===== src/design/tinker_isa_pkg.sv =====
package tinker_isa_pkg;

    // word types
    typedef logic [63:0] xlen_t;  // register and data word
    typedef logic [31:0] inst_t;  // one instruction
    typedef logic [31:0] addr_t;  // byte address

    localparam int op_w      = 5;
    localparam int reg_idx_w = 5;
    localparam int lit_w     = 12;

    typedef logic [reg_idx_w-1:0] reg_idx_t;
    typedef logic [lit_w-1:0]     lit_t;

    // low bit of each field, L sits at the bottom
    localparam int op_lsb = 27;
    localparam int rd_lsb = 22;
    localparam int rs_lsb = 17;
    localparam int rt_lsb = 12;

    localparam int inst_bytes = 4;  // fetch size, pc step
    localparam int xlen_bytes = 8;  // load / store size

    // kept subset of the tinker opcode map
    typedef enum logic [op_w-1:0] {
        op_and     = 5'h00,
        op_or      = 5'h01,
        op_xor     = 5'h02,
        op_not     = 5'h03,
        op_shftr   = 5'h04,
        op_shftri  = 5'h05,
        op_shftl   = 5'h06,
        op_shftli  = 5'h07,
        op_br      = 5'h08,  // pc = rd
        op_brr_rd  = 5'h09,  // pc += rd
        op_brr_lit = 5'h0a,  // pc += sext(L)
        op_brnz    = 5'h0b,
        op_brgt    = 5'h0e,
        op_halt    = 5'h0f,
        op_load    = 5'h10,  // mov rd,(rs)(L)
        op_mov_rr  = 5'h11,
        op_mov_lit = 5'h12,
        op_store   = 5'h13,  // mov (rd)(L),rs
        op_add     = 5'h18,
        op_addi    = 5'h19,
        op_sub     = 5'h1a,
        op_subi    = 5'h1b
    } opcode_e;

endpackage


===== src/design/decode_control.sv =====
module decode_control import tinker_isa_pkg::*; (
    input  inst_t    inst,
    input  addr_t    pc,
    input  xlen_t    rd_val,
    input  xlen_t    rs_val,
    input  xlen_t    rt_val,
    output opcode_e  opcode,
    output reg_idx_t rd_idx,
    output reg_idx_t rs_idx,
    output reg_idx_t rt_idx,
    output lit_t     lit,
    output logic     reg_write,
    output logic     mem_read,
    output logic     mem_write,
    output logic     mem_to_reg,
    output logic     halt,
    output logic     is_branch,
    output logic     take_branch,
    output addr_t    branch_target
);

    addr_t lit_sext;  // L widened for brr L

    // field split
    assign opcode   = opcode_e'(inst[op_lsb +: op_w]);
    assign rd_idx   = inst[rd_lsb +: reg_idx_w];
    assign rs_idx   = inst[rs_lsb +: reg_idx_w];
    assign rt_idx   = inst[rt_lsb +: reg_idx_w];
    assign lit      = inst[lit_w-1:0];
    assign lit_sext = addr_t'($signed(lit));

    // control bits, anything unlisted decodes as a nop
    always_comb begin
        reg_write  = 1'b0;
        mem_read   = 1'b0;
        mem_write  = 1'b0;
        mem_to_reg = 1'b0;
        halt       = 1'b0;
        is_branch  = 1'b0;
        case (opcode)
            op_add, op_addi, op_sub, op_subi,
            op_and, op_or, op_xor, op_not,
            op_shftr, op_shftri, op_shftl, op_shftli,
            op_mov_rr, op_mov_lit: begin
                reg_write = 1'b1;  // plain alu result into rd
            end
            op_load: begin
                reg_write  = 1'b1;
                mem_read   = 1'b1;
                mem_to_reg = 1'b1;
            end
            op_store: mem_write = 1'b1;
            op_br, op_brr_rd, op_brr_lit, op_brnz, op_brgt: is_branch = 1'b1;
            op_halt: halt = 1'b1;
            default: ;
        endcase
    end

    // branch resolved here, one bubble behind a taken one
    // stale operands are kept out by the hazard stall
    always_comb begin
        take_branch   = 1'b0;
        branch_target = pc + addr_t'(inst_bytes);
        case (opcode)
            op_br: begin
                take_branch   = 1'b1;
                branch_target = addr_t'(rd_val);
            end
            op_brr_rd: begin
                take_branch   = 1'b1;
                branch_target = pc + addr_t'(rd_val);  // relative to this pc
            end
            op_brr_lit: begin
                take_branch   = 1'b1;
                branch_target = pc + lit_sext;
            end
            op_brnz: begin
                take_branch   = (rs_val != '0);
                branch_target = addr_t'(rd_val);
            end
            op_brgt: begin
                take_branch   = ($signed(rs_val) > $signed(rt_val));  // signed compare
                branch_target = addr_t'(rd_val);
            end
            default: ;
        endcase
    end

endmodule


===== config.mk =====
export PLATFORM = sky130hd
export DESIGN_NAME = decode_control
export DESIGN_NICKNAME = d
export VERILOG_FILES = /design/src/design/tinker_isa_pkg.sv /design/src/design/decode_control.sv
export SDC_FILE = /design/constraint.sdc
export NUM_CORES = 1
export LEC_CHECK = 0
export BUFFER_PORTS_ARGS = -buffer_cell sky130_fd_sc_hd__buf_2
export CAP_MARGIN = 0
export CORE_ASPECT_RATIO = 1.5
export CORE_MARGIN = 10
export CORE_UTILIZATION = 41
export DETAILED_ROUTE_END_ITERATION = 8
export MAX_ROUTING_LAYER = met4
export PLACE_DENSITY_LB_ADDON = 0.05
export SYNTH_ARGS = -nofsm -noshare
export SYNTH_HDL_FRONTEND = slang
export SYNTH_SLANG_ARGS = --single-unit

===== constraint.sdc =====
create_clock -name vclk -period 4.8
set_clock_uncertainty 0.15 [all_clocks]
set_input_delay 0.96 -clock vclk [all_inputs]
set_output_delay 0.96 -clock vclk [all_outputs]
set_load 0.005 [all_outputs]

After elaboration in Yosys (flattened, before gate mapping). Cells that the tools add are included.

Register bits after elaboration: 0. Input bits: 256. Logic and storage cells: 38.

Add/subtract/negate cells: 3. Magnitude comparators: 1. Equal/unequal tests: 21. Mux-type cells: 7. Reduce and logical (&&, ||, !) cells: 6.

Operators by type and width (number): $pmux W32 S3 (1); $add A32 B32 Y32 (2); $gt A64 B64 Y1 (1); $reduce_bool A64 Y1 (1); $eq A5 B5 Y1 const B (8); $add A32 B3 Y32 const B (1); $eq A5 B4 Y1 const B (6); $eq A5 B3 Y1 const B (4); $reduce_or A15 Y1 (1); $eq A5 B2 Y1 const B (2); $reduce_or A3 Y1 (2); $eq A5 B1 Y1 const B (1); $logic_not A5 Y1 (1); $mux W1 (5); $reduce_or A5 Y1 (1); $pmux W1 S3 (1).

Logic depth before layout (Yosys ltp).
Depth after elaboration: 3. Gate-level depth with buffers: 16.

Worst setup path after synthesis. Ideal clock, no wire load.

Kind: input -> output. From: in inst[31]. To: out branch_target[28]. Arrival: 4100 ps. Data required time: 3690 ps. Slack: -410 ps. Stages on the path: 14. Buffers on the path: 1. Path through: nand2b_1 nor2_2 nand2_1 buf_1 mux2_2 ha_1 a21o_1 o2bb2ai_1 or4_4 o21bai_2 a211oi_2 o31ai_2 mux2_1 o21ai_1.

Word-level cells in the longest chain between the ends: 3. Elaborated cells on any way between the ends: 7. Classes of those cells: eq/ne (5); mux (1); reduce/logical (1).

RTL lines: start, declared (line decode_control.sv:2) `input inst_t inst,`; $eq A5 B4 Y1 (line decode_control.sv:64) `case (opcode)`; $reduce_or A3 Y1 (no source line); $pmux W32 S3 * (line decode_control.sv:64); end, declared (line decode_control.sv:19) `output addr_t branch_target`.

Every way passes the cells marked *; elsewhere a longest branch is shown, timed or not.

Final worst setup path. Ends and elaborated chain as after synthesis.

==> out/metrics.cfg <==
[yosys]
synth_xor_area_share_pct = 8.51
postSynthNetCount = 1073
ys_seq_area_share_pct = 0
synthMuxAreaShare_pct = 3.50
synth_cells = 720
synth_top_family_by_area = compound AO/OA/AOI/OAI gates
synth_compound_area_share_pct = 29.7
synth_area_leaders = ha_1, inv_1, a21o_1, xnor2_1, buf_4
yosysTopAreaCellShare_pct = 23.8
yosysTopAreaCell = ha_1
synth-warning-count = 0
syn_area_per_cell_um2 = 7.00
synth_fa_ha_area_share_pct = 24.2
ys_types = 69
synth-simple-area-share_pct = 21.6
netlist_area_um2 = 5040

[timing]
min_period_ns = 5.11
clock.fmax_mhz = 196
rsz0062_at_grt = true
timing.setup.tns_ns = -3.24
hold_violations = 0
finalCritPeriodShare_pct = 107
report.final.slew_viol_count = 0
setup_viol = 15
setup_ws_ns = -0.315
slew_headroom_pct = 46.8
worstMarginPinSlew_ns = 0.798

[place]
dp_hpwl_mm = 19.2
post-place-ws_ns = -0.574
globalplace.congestion = 0.972
dpl.cell_count = 1172
numPortBuffers = 265
placed_cell_area_um2 = 6960

[detailed_routing]
drt-wirelength-per-cell_um = 18.6
vias = 6696
drc_errors = 0
first_pass_iters = 5
ant_nets = 0
drtIter0Drc = 190
finalWirelength_mm = 22.3
via_per_inst = 5.60

[floorplan]
dieHeight_um = 156
num_rows = 49
start_util_pct = 42.0
die_w_um = 111
pin_count = 327
core-area_um2 = 12000
die-area_um2 = 17200

[layout]
most-common-layout-cells = buf_2, buf_4, ha_1
multiInputGateArea_um2 = 4890
nets = 1393
seq_area_um2 = 0
fin_area_um2 = 7560
layout_commonest_cell = buf_2
n_clock_buffer = 0
seq_cells = 0
post_layout_nonfiller_instances = 1195
syn2layout_area_growth_pct = 50.0
layout-drive-gt1-share_pct = 44.3
fillCellCount = 1131

[global_route]
grt_pass1_wl_mm = 34.4
grtUsageTotal_pct = 24.1
overflow = 0
grt_max_degree = 32
antenna_found_initial = 4
grt_pass1_vias = 7388

[clock_tree]
ctsHoldBuffers = 0

[flow_run]
max-cap-violations = 0

[worst_setup_path]
cp_cell_sequence = buf_6, nand2b_4, nor2_4, buf_6, and3_4, buf_12, a21o_1, ha_4, a22o_1, or4_4, o21bai_4, a211oi_4, o31ai_2, mux2_4, o21ai_2, buf_2
end_kind = output pin
crit_path_top_delay_cell = or4_4
critPathKind = input port to output pin
cpPeakStageDelay_ns = 0.51
crit_arrival_ns = 4.00
cp.buffers_inverters = 4
startpoint_type = input port
crit_family = simple AND/OR/NAND/NOR gates
crit_required_ns = 3.69
crit_path_frequent_cell = buf_6
cp_max_fo = 7

[power]
power_mw = 0.807
ir_drop_mv = 0.0465
power_density_nw_per_um2 = 107
p_leak_nw = 3.98

[min_path]
hold_path_class = input port to output pin

[run_status]
violations = negative setup slack
status = finished, violations left

-- power by group --
group | internal [mW] | total, mW | switching [mW]
combinational | 0.403 | 0.807 | 0.404
clock | 0.000000111 | 0.000000111 | 0
sequential | 0 | 0 | 0
-- kinds of logic (layout without fill, tap and decap cells) --
logic type	after synthesis	after routing
AO/OA/AOI/OAI	219	219
AND/OR/NAND/NOR	210	210
buffers and inverters	129	447
multiplexers	16	16
XOR/XNOR	49	49
other	0	4
adder cells (fa/ha/maj)	97	97
-- Yosys cell counts (3+ instances only) --
cell	count
clkbuf_1	12
o31ai_2	3
and3_1	3
mux2i_1	3
xnor2_1	29
o31ai_1	6
o21ai_0	45
nand4_1	27
o21a_1	5
nand3_1	22
nand2b_1	7
buf_4	33
nor2b_1	6
a21oi_1	48
and2_1	5
a22oi_1	20
mux2_2	12
xor2_1	20
nor4_1	19
nor2_1	36
nand2_1	53
o221ai_1	5
ha_1	96
a21o_1	38
a211oi_1	5
a31oi_1	5
inv_1	79
nor3_1	10
o21ai_1	4
nor3b_1	5
a222oi_1	3
o21bai_1	5
a221oi_1	4
-- through the flow --
stage	utilization (%)	hold slack (ns)
6_report	62.9	1.77
5_1_grt	62.9	1.77
4_1_cts	61.0	1.77
3_5_place_dp	57.9	1.77
3_3_place_gp	57.9	1.77
2_1_floorplan	-	1.80
-- area by class of cell --
class                      count  share of cell area (%)
inverter                      80                    3.97
tap                          153                    2.53
multi-input combinational    591                    64.6
antenna                        4                   0.132
timing repair buffer         367                    28.7
-- path summary, 6_finish.rpt --
path / cells past startpoint / endpoint / slack (ns) / from
setup / recovery: 16 / branch_target[28] / -0.31 / inst[31]
hold / removal: 0 / rt_idx[4] / 1.77 / inst[16]
-- what timing repair did --
item	CTS	global route
hold endpoints to repair	0	0
cloned	1	0
pin swaps	31	12
buffers inserted	10	8
gates resized for setup	52	32
endpoints found under the setup margin	24	23
-- routing by layer --
layer	routed length [um]	part of all wire [%]	vias up	track usage, %
li1	-	-	3272	-
met1	8000	36	3100	22.0
met2	12300	55	271	48.8
met3	1170	5.3	53	3.77
met4	797	3.6	0	7.96
met5	0	0	-	-
(Power assumes the default switching activity.)
