**src/design/tinker_isa_pkg.sv**
```systemverilog
package tinker_isa_pkg;

    // word types
    typedef logic [63:0] xlen_t;  // register and data word
    typedef logic [31:0] inst_t;  // one instruction
    typedef logic [31:0] addr_t;  // byte address

    localparam int op_w      = 5;
    localparam int reg_idx_w = 5;
    localparam int lit_w     = 12;

    typedef logic [reg_idx_w-1:0] reg_idx_t;
    typedef logic [lit_w-1:0]     lit_t;

    // low bit of each field, L sits at the bottom
    localparam int op_lsb = 27;
    localparam int rd_lsb = 22;
    localparam int rs_lsb = 17;
    localparam int rt_lsb = 12;

    localparam int inst_bytes = 4;  // fetch size, pc step
    localparam int xlen_bytes = 8;  // load / store size

    // kept subset of the tinker opcode map
    typedef enum logic [op_w-1:0] {
        op_and     = 5'h00,
        op_or      = 5'h01,
        op_xor     = 5'h02,
        op_not     = 5'h03,
        op_shftr   = 5'h04,
        op_shftri  = 5'h05,
        op_shftl   = 5'h06,
        op_shftli  = 5'h07,
        op_br      = 5'h08,  // pc = rd
        op_brr_rd  = 5'h09,  // pc += rd
        op_brr_lit = 5'h0a,  // pc += sext(L)
        op_brnz    = 5'h0b,
        op_brgt    = 5'h0e,
        op_halt    = 5'h0f,
        op_load    = 5'h10,  // mov rd,(rs)(L)
        op_mov_rr  = 5'h11,
        op_mov_lit = 5'h12,
        op_store   = 5'h13,  // mov (rd)(L),rs
        op_add     = 5'h18,
        op_addi    = 5'h19,
        op_sub     = 5'h1a,
        op_subi    = 5'h1b
    } opcode_e;

endpackage

```
**src/design/tinker_pipe_pkg.sv**
```systemverilog
package tinker_pipe_pkg;

    import tinker_isa_pkg::*;

    // where an execute operand comes from
    typedef enum logic [1:0] {
        fwd_none  = 2'd0,  // value read in decode
        fwd_exmem = 2'd1,  // result one stage ahead
        fwd_memwb = 2'd2   // writeback data
    } fwd_sel_e;

    // mov r0,r0 used for flush and halt fill
    // rewrites r0 with its own value so it has no effect
    localparam inst_t nop_inst = {op_mov_rr, 27'd0};

endpackage

```
**src/design/hazard_forward.sv**
```systemverilog
module hazard_forward import tinker_isa_pkg::*, tinker_pipe_pkg::*; (
    input  reg_idx_t rd_idx,
    input  reg_idx_t rs_idx,
    input  reg_idx_t rt_idx,
    input  logic     is_branch,
    input  reg_idx_t idex_rd,
    input  logic     idex_reg_write,
    input  logic     idex_mem_read,
    input  reg_idx_t idex_rd_src,
    input  reg_idx_t idex_rs_src,
    input  reg_idx_t idex_rt_src,
    input  reg_idx_t exmem_rd,
    input  logic     exmem_reg_write,
    input  logic     exmem_mem_read,
    input  reg_idx_t memwb_rd,
    input  logic     memwb_reg_write,
    output logic     stall,
    output fwd_sel_e sel_rd,
    output fwd_sel_e sel_rs,
    output fwd_sel_e sel_rt
);

    logic idex_hit, exmem_hit;  // decode sources match a pending dest
    logic load_use, branch_wait;

    // all three fields count as sources, a few extra stalls at most
    assign idex_hit  = (idex_rd == rd_idx) || (idex_rd == rs_idx) || (idex_rd == rt_idx);
    assign exmem_hit = (exmem_rd == rd_idx) || (exmem_rd == rs_idx) || (exmem_rd == rt_idx);

    assign load_use    = idex_mem_read && idex_hit;
    // branch compares in decode, so nothing in EX or MEM may feed it
    assign branch_wait = is_branch &&
                         ((idex_reg_write && idex_hit) ||
                          ((exmem_reg_write || exmem_mem_read) && exmem_hit));
    assign stall = load_use || branch_wait;

    // newest producer wins
    function automatic fwd_sel_e pick(reg_idx_t src);
        if (exmem_reg_write && (exmem_rd == src)) begin
            return fwd_exmem;
        end
        if (memwb_reg_write && (memwb_rd == src)) begin
            return fwd_memwb;
        end
        return fwd_none;
    endfunction

    always_comb begin
        sel_rd = pick(idex_rd_src);  // rd is a source for the immediate forms and store
        sel_rs = pick(idex_rs_src);
        sel_rt = pick(idex_rt_src);
    end

endmodule

```
**config.mk**
```make
export PLATFORM = sky130hd
export DESIGN_NAME = hazard_forward
export DESIGN_NICKNAME = d
export VERILOG_FILES = /design/src/design/tinker_isa_pkg.sv /design/src/design/tinker_pipe_pkg.sv /design/src/design/hazard_forward.sv
export SDC_FILE = /design/constraint.sdc
export NUM_CORES = 1
export LEC_CHECK = 0
export BUFFER_PORTS_ARGS = -buffer_cell sky130_fd_sc_hd__buf_2
export CAP_MARGIN = 5
export CORE_MARGIN = 2
export CORE_UTILIZATION = 45
export DETAILED_ROUTE_END_ITERATION = 10
export PLACE_DENSITY = 0.9
export SLEW_MARGIN = 20
export SYNTH_ARGS = -nofsm -noshare
export SYNTH_HDL_FRONTEND = slang
export SYNTH_SLANG_ARGS = --single-unit
```
**constraint.sdc**
```tcl
create_clock -name vclk -period 2.28
set_clock_uncertainty 0.1 [all_clocks]
set_input_delay 0.228 -clock vclk [all_inputs]
set_output_delay 0.228 -clock vclk [all_outputs]
set_load 0.01 [all_outputs]
```
### Yosys cells after proc, flatten, opt, wreduce, memory -nomap -nowiden

Index checks and enable logic that the tools add are counted.
Widths: inputs -> output; s select.

* word-level logic and storage cells: 50
* input port bits: 51
* output and inout bits: 7
* flip-flop bits (word level): 0

* reduce and logical (&&, ||, !) cells: 17
* equality and inequality tests: 12
* muxes and demuxes: 21

Operators with widths (count)
* $eq 5x5->1: 12
* $mux 2: 12
* $logic_and 1x1->1: 10
* $mux 1: 9
* $logic_or 1x1->1: 7

### Longest topological paths before layout

Gate-level depths: netlist (run 1).

* word-level depth: 7
* gate-level depth with buffers: 6
* mapped depth without buffers: 5

### Worst setup path after synthesis (run 1)

Ideal clock, no wire load.

* path type: input -> output
* start: in exmem_rd[2]
* end: out sel_rd[1]
* stages on the path: 5
* arrival: 1.053 ns
* setup slack: 0.899 ns
* buffers on the path: 1
* data required time: 1.952 ns
* cells stage by stage: buf_6 > xor2_1 > nor4_1 > and3_1 > nor2_1

* word-level cells in the longest chain between the ends: 4

Ends and longest elaborated chain
* start, declared: line hazard_forward.sv:12 `input reg_idx_t exmem_rd,`
* $eq 5x5->1: line hazard_forward.sv:39 `if (exmem_reg_write && (exmem_rd == src)) begin`
* $logic_and 1x1->1: line hazard_forward.sv:39
* $mux 1: line hazard_forward.sv:39
* $mux 2: line hazard_forward.sv:42 `if (memwb_reg_write && (memwb_rd == src)) begin`
* end, declared: line hazard_forward.sv:18 `output fwd_sel_e sel_rd,`

Every way passes these cells.

### Worst setup path in the final report (run 1)

* start: in exmem_rd[2]
* end: out sel_rs[1]

* word-level cells in the longest chain between the ends: 4

Ends and longest elaborated chain
* $eq 5x5->1: line hazard_forward.sv:39
* $logic_and 1x1->1: line hazard_forward.sv:39
* $mux 1: line hazard_forward.sv:39
* $mux 2: line hazard_forward.sv:42
* end, declared: line hazard_forward.sv:19 `output fwd_sel_e sel_rs,`

Every way passes these cells.

==> impl_metrics.csv, run 1 <==
group,metric,value,unit
outcome,status,"completed",
detailed_routing,vias_per_cell,5.188,
clock_tree,cts-hold-fix-buffers,0,
synth,syn_avg_cell_area,7.794,um2
sta,worst_pin_slew,329.7,ps
layout,nClkBuffers,0,
sta,slew_headroom,0.7779,
critical_path,cp.required,1950,ps
pwr,p_leak,0.5011,nW
clock_tree,cts_resized,0,
sta,finalSetupViolCount,0,
critical_path,worstSetupStartpoint,"exmem_rd[2]",
job,cap_violations,0,
grt,grt_pass1_vias,874,
floorplanning,pin_count,58,
grt,grt_use_total,0.2255,
clock_tree,postCtsSetupBuffers,0,
grt,antenna_found_initial,0,
layout,layout-drive-gt1-share,0.3893,
sta,fin_crit_sh,0.7292,
pwr,switching_share,0.5001,
critical_path,critPathCaptureType,"output port",
pwr,switchingPower,0.09397,mW
layout,seq_cells,0,
placement,placed_cell_area,1010,um2
synth,synth_fp_nets,147,
floorplanning,fp-row-count,14,
worst_hold_path,timing.hold.worst.class,"primary input to output port",
pwr,vdd_drop_max,94.07,uV
sta,rsz0062_at_grt,"no",
sta,drv_slew,0,
layout,seq_area,0,um2
layout,nNetsFinal,202,
synth,synth_seq_area_share,0,
detailed_routing,routed_wl,2159,um
placement,port-buffer-count,58,
critical_path,path_common_cell,"buf_2",
synth,synth_cell_types,12,
detailed_routing,drt_iter0_markers,6,
sta,hold_violations,0,
floorplanning,start_util,0.4910,
pwr,p_int,0.09394,mW
detailed_routing,num_vias,856,
critical_path,crit_end,"sel_rs[1]",
placement,routabilityCongestion,0.8363,
critical_path,cp_slowest_cell,"nor4_1",
synth,synthesis.area,748.2,um2
pwr,power.density,186.1,nW/um2
floorplanning,die-width,44.78,um
grt,grt_pass1_wl,3498,um
layout,syn2layout_area_growth,34.95,%
floorplanning,fp.dieH,44.78,um
critical_path,cp.arrival,1330,ps
pwr,clkPwrFrac,0,
pwr,p_seq_frac,0,
synth,syn_inst,96,
floorplanning,die_area,2005,um2
grt,grt.overflow.total,0,
pwr,pwr-share-comb,1.000,
detailed_routing,firstDrtPassIters,6,
sta,tns,0,ps
grt,grt_max_degree,7,
detailed_routing,drc_errors,0,
critical_path,crit_type,"primary input to output port",
detailed_routing,wire_per_inst,13.08,um
detailed_routing,ant_nets,0,
layout,fin_area,1010,um2
critical_path,start_kind,"primary input",
sta,period_needed,1663,ps
floorplanning,core_area,1524,um2
critical_path,cp_max_fo,6,
sta,max_freq,601.5,MHz
critical_path,path_cells,"buf_2 > xor2_1 > nor4_1 > and3_1 > nor2_1 > buf_2",
critical_path,critPathMaxStageDelay,330,ps
placement,hpwl,1956,um
synth,yosysWarnings,0,
layout,diodes,0,
-- metrics by stage --
step	cells	setup slack, ps	hold WS [ps]	power [mW]	utilization
2_1_floorplan	96	899.3	458.0	0.1077	-
3_3_place_gp	165	744.7	690.6	0.1814	0.6626
3_5_place_dp	165	643.7	689.9	0.1879	0.6626
4_1_cts	165	644.0	690.3	0.1887	0.6626
5_1_grt	165	495.6	712.4	0.2082	0.6626
6_report	165	617.4	696.3	0.1879	0.6626
-- power by group through the flow --
| stage | Combinational, mW | Sequential (mW) | Clock, mW |
|---|---|---|---|
| CTS | 0.189 | 0 | 0 |
| detailed placement | 0.188 | 0 | 0 |
| global placement | 0.181 | 0 | 0 |
| floorplan | 0.108 | 0 | 0 |
| global route | 0.208 | 0 | 0 |
| finish | 0.188 | 0 | 0 |
-- layout by cell type (no fill, tap or decap) --
| master | n |
|---|---|
| buf_2 | 58 |
| xor2_1 | 37 |
| xnor2_1 | 23 |
| nor4_1 | 9 |
| nand3_1 | 6 |
| nand4_1 | 4 |
| nor3_1 | 4 |
| and3_1 | 3 |
| nor2_1 | 3 |
| o21ai_0 | 1 |
| a21o_1 | 1 |
-- cell families (layout without fill, tap and decap cells) --
| kind of cell | count (synthesis) | in the layout | share of synthesized area |
|---|---|---|---|
| AOI/OAI and AO/OA | 2 | 2 | 0.01672 |
| xor gates and xnor gates | 60 | 60 | 0.7023 |
| buffers and inverters | 5 | 58 | 0.06521 |
| and+or+nand+nor | 29 | 29 | 0.2157 |
-- worst min path at each step --
stage	slack, ps	endpoint	cells after the start	from
after floorplan	460	sel_rd[1]	2	memwb_reg_write
after global placement	690	sel_rd[1]	4	memwb_reg_write
after detailed placement	690	sel_rd[1]	4	memwb_reg_write
after CTS	690	sel_rd[1]	4	memwb_reg_write
after global routing	710	sel_rs[1]	4	memwb_reg_write
final	700	sel_rd[1]	4	memwb_reg_write
-- cell usage after synthesis --
master,number,area (um2)
nand3_1,6,30.03
xnor2_1,23,201.4
xor2_1,37,324.1
o21ai_0,1,5.000
buf_6,3,33.78
nor3_1,4,20.02
buf_4,2,15.01
nand4_1,4,25.02
a21o_1,1,7.510
nor4_1,9,56.30
nor2_1,3,11.26
and3_1,3,18.77
-- layout make-up --
cell class	instances	area (um2)
multi-input cells	91	699.4
fillers	135	514.2
repair buffers	58	290.3
well taps	16	20.02
-- worst max-delay path, delay by kind of cell --
family,cells,cell delay (ps)
XOR/XNOR,1,170
buffers and inverters,2,290
AND/OR/NAND/NOR,3,650
-- routing by layer --
metal	track usage	wire (um)
met3	0.008000	238
met4	0.04706	16
met2	0.4696	1092
met5	0	0
met1	0.2458	811
(Power assumes the default switching activity.)
==> run 2, diff against run 1 <==
--- a/config.mk
+++ b/config.mk
@@ -5,12 +5,13 @@
 export SDC_FILE = /design/constraint.sdc
 export NUM_CORES = 1
 export LEC_CHECK = 0
+export ABC_AREA = 1
 export BUFFER_PORTS_ARGS = -buffer_cell sky130_fd_sc_hd__buf_2
 export CAP_MARGIN = 5
 export CORE_MARGIN = 2
 export CORE_UTILIZATION = 45
 export DETAILED_ROUTE_END_ITERATION = 10
-export PLACE_DENSITY = 0.9
+export PLACE_DENSITY = 0.83
 export SLEW_MARGIN = 20
 export SYNTH_ARGS = -nofsm -noshare
 export SYNTH_HDL_FRONTEND = slang
==> constraint.sdc (replaced) <==
create_clock -name vclk -period 1.53
set_clock_uncertainty 0.1 [all_clocks]
set_input_delay 0.153 -clock vclk [all_inputs]
set_output_delay 0.153 -clock vclk [all_outputs]
set_load 0.01 [all_outputs]
==> impl_metrics.csv, run 2 <==
group,metric,value,unit
synth,yosysMostFrequentCell,"nand2_1",
outcome,status,"completed",
synth,netlist_top_cells_count,"nand2_1, inv_1, nor2_1, xnor2_1",
synth,yosys.area.top_type,"nand2_1",
layout,nNetsFinal,302,
pwr,pwr-share-comb,1.000,
floorplanning,die_area,2560,um2
detailed_routing,wire_per_inst,8.935,um
pwr,switching_share,0.5528,
synth,synth_seq_area_share,0,
placement,preCtsSetupSlack,266.6,ps
layout,diodes,0,
layout,seq_area,0,um2
grt,antenna_found_initial,0,
layout,mostFrequentLayoutCells,"nand2_1, buf_2, inv_1, nor2_1, xnor2_1",
sta,worst_pin_slew,213.6,ps
sta,tns,0,ps
synth,syn_avg_cell_area,4.986,um2
pwr,vdd_drop_max,170.6,uV
sta,rsz0062_at_grt,"no",
synth,synth_top_cell_area_share,0.3073,
synth,syn_inst,196,
pwr,power.density,256.4,nW/um2
sta,drv_slew,0,
pwr,p_seq_frac,0,
layout,layout-drive-gt1-share,0.2691,
clock_tree,cts_resized,0,
pwr,p_leak,0.7947,nW
floorplanning,start_util,0.4881,
synth,synthesis.area,977.2,um2
critical_path,cp.arrival,1010,ps
placement,routabilityCongestion,0.8474,
sta,fin_crit_sh,0.8242,
sta,fin_ws,269.0,ps
layout,fillers,230,
placement,port-buffer-count,58,
detailed_routing,num_vias,1269,
floorplanning,fp.dieH,50.60,um
critical_path,crit_type,"primary input to output port",
detailed_routing,drt_iter0_markers,34,
pwr,switchingPower,0.1765,mW
floorplanning,fp-row-count,16,
detailed_routing,ant_nets,0,
layout,seq_cells,0,
critical_path,start_kind,"primary input",
synth,synth_fp_nets,247,
grt,grt_use_total,0.1951,
layout,utilization,0.6219,
sta,slew_headroom,0.8574,
clock_tree,postCtsSetupBuffers,0,
pwr,clkPwrFrac,0,
pwr,p_int,0.1427,mW
sta,finalSetupViolCount,0,
floorplanning,core_area,2002,um2
critical_path,cp_max_fo,8,
floorplanning,pin_count,58,
clock_tree,cts-hold-fix-buffers,0,
grt,grt_max_degree,9,
job,cap_violations,0,
detailed_routing,routed_wl,2466,um
critical_path,cp.required,1280,ps
sta,hold_violations,0,
synth,synthTopCellsByArea,"nand2_1, xnor2_1, inv_1, nor2_1, xor2_1",
sta,max_freq,793.0,MHz
layout,syn2layout_area_growth,27.40,%
detailed_routing,drc_errors,0,
worst_hold_path,timing.hold.worst.class,"primary input to output port",
sta,period_needed,1261,ps
layout,nClkBuffers,0,
synth,synth_cell_types,19,
placement,hpwl,2244,um
detailed_routing,firstDrtPassIters,5,
critical_path,critPathCaptureType,"output port",
synth,yosysWarnings,0,
grt,grt_pass1_wl,4064,um
grt,grt.overflow.total,0,
floorplanning,die-width,50.60,um
detailed_routing,vias_per_cell,4.598,
layout,layout_commonest_cell,"nand2_1",
grt,grt_pass1_vias,1024,
run 2: routing by layer:
metal  vias to the layer above  GRT usage  part of all wire  wire, um
met5                         -          0                 0         0
met4                         0          0                 0         0
met3                         0   0.002976             0.057       141
met2                        35     0.3377              0.46      1140
met1                       531     0.2855              0.48      1184
li1                        703          -                 -         -
run 2: cell type report:
cell class | count | area, um2 | share of cell area
well taps | 27 | 33.78 | 0.02714
inverters | 33 | 133.9 | 0.1075
repair buffers | 58 | 290.3 | 0.2332
multi-input cells | 158 | 787.0 | 0.6322
run 2: worst paths after layout:
path / slack, ps / start / cells after the start / to
hold / removal: 550 / idex_mem_read / 5 / stall
setup / recovery: 270 / exmem_rd[3] / 10 / stall
run 2: worst max-delay path: stages:
cell and delay (ps):
buf_2 200, inv_6 60, nand2_1 60, nand2_1 50, nor2_1 120, nand3_1 90
nand3_1 70, nand2_1 50, nand2_1 50, buf_2 120
run 2: per-stage QoR:
step	instance area, um2	hold slack (ps)	cells	power (mW)
finish	1245	553.5	276	0.3192
global route	1245	585.2	276	0.3625
CTS	1245	561.7	276	0.3199
detailed placement	1245	559.6	276	0.3188
global placement	1245	560.5	276	0.3159
floorplan	977.2	334.6	196	0.2001
run 2: cells by family after synthesis:
kind of cell	synth area share
AO/OA/AOI/OAI	0.1242
XOR/XNOR	0.2061
buffers and inverters	0.1946
AND/OR/NAND/NOR	0.4750
run 2: power groups by stage:
stage,Clock (mW),Combinational [mW],Sequential (mW)
after floorplan,0,0.200,0
after global placement,0,0.316,0
after detailed placement,0,0.319,0
after CTS,0,0.320,0
after global routing,0,0.363,0
final,0,0.319,0
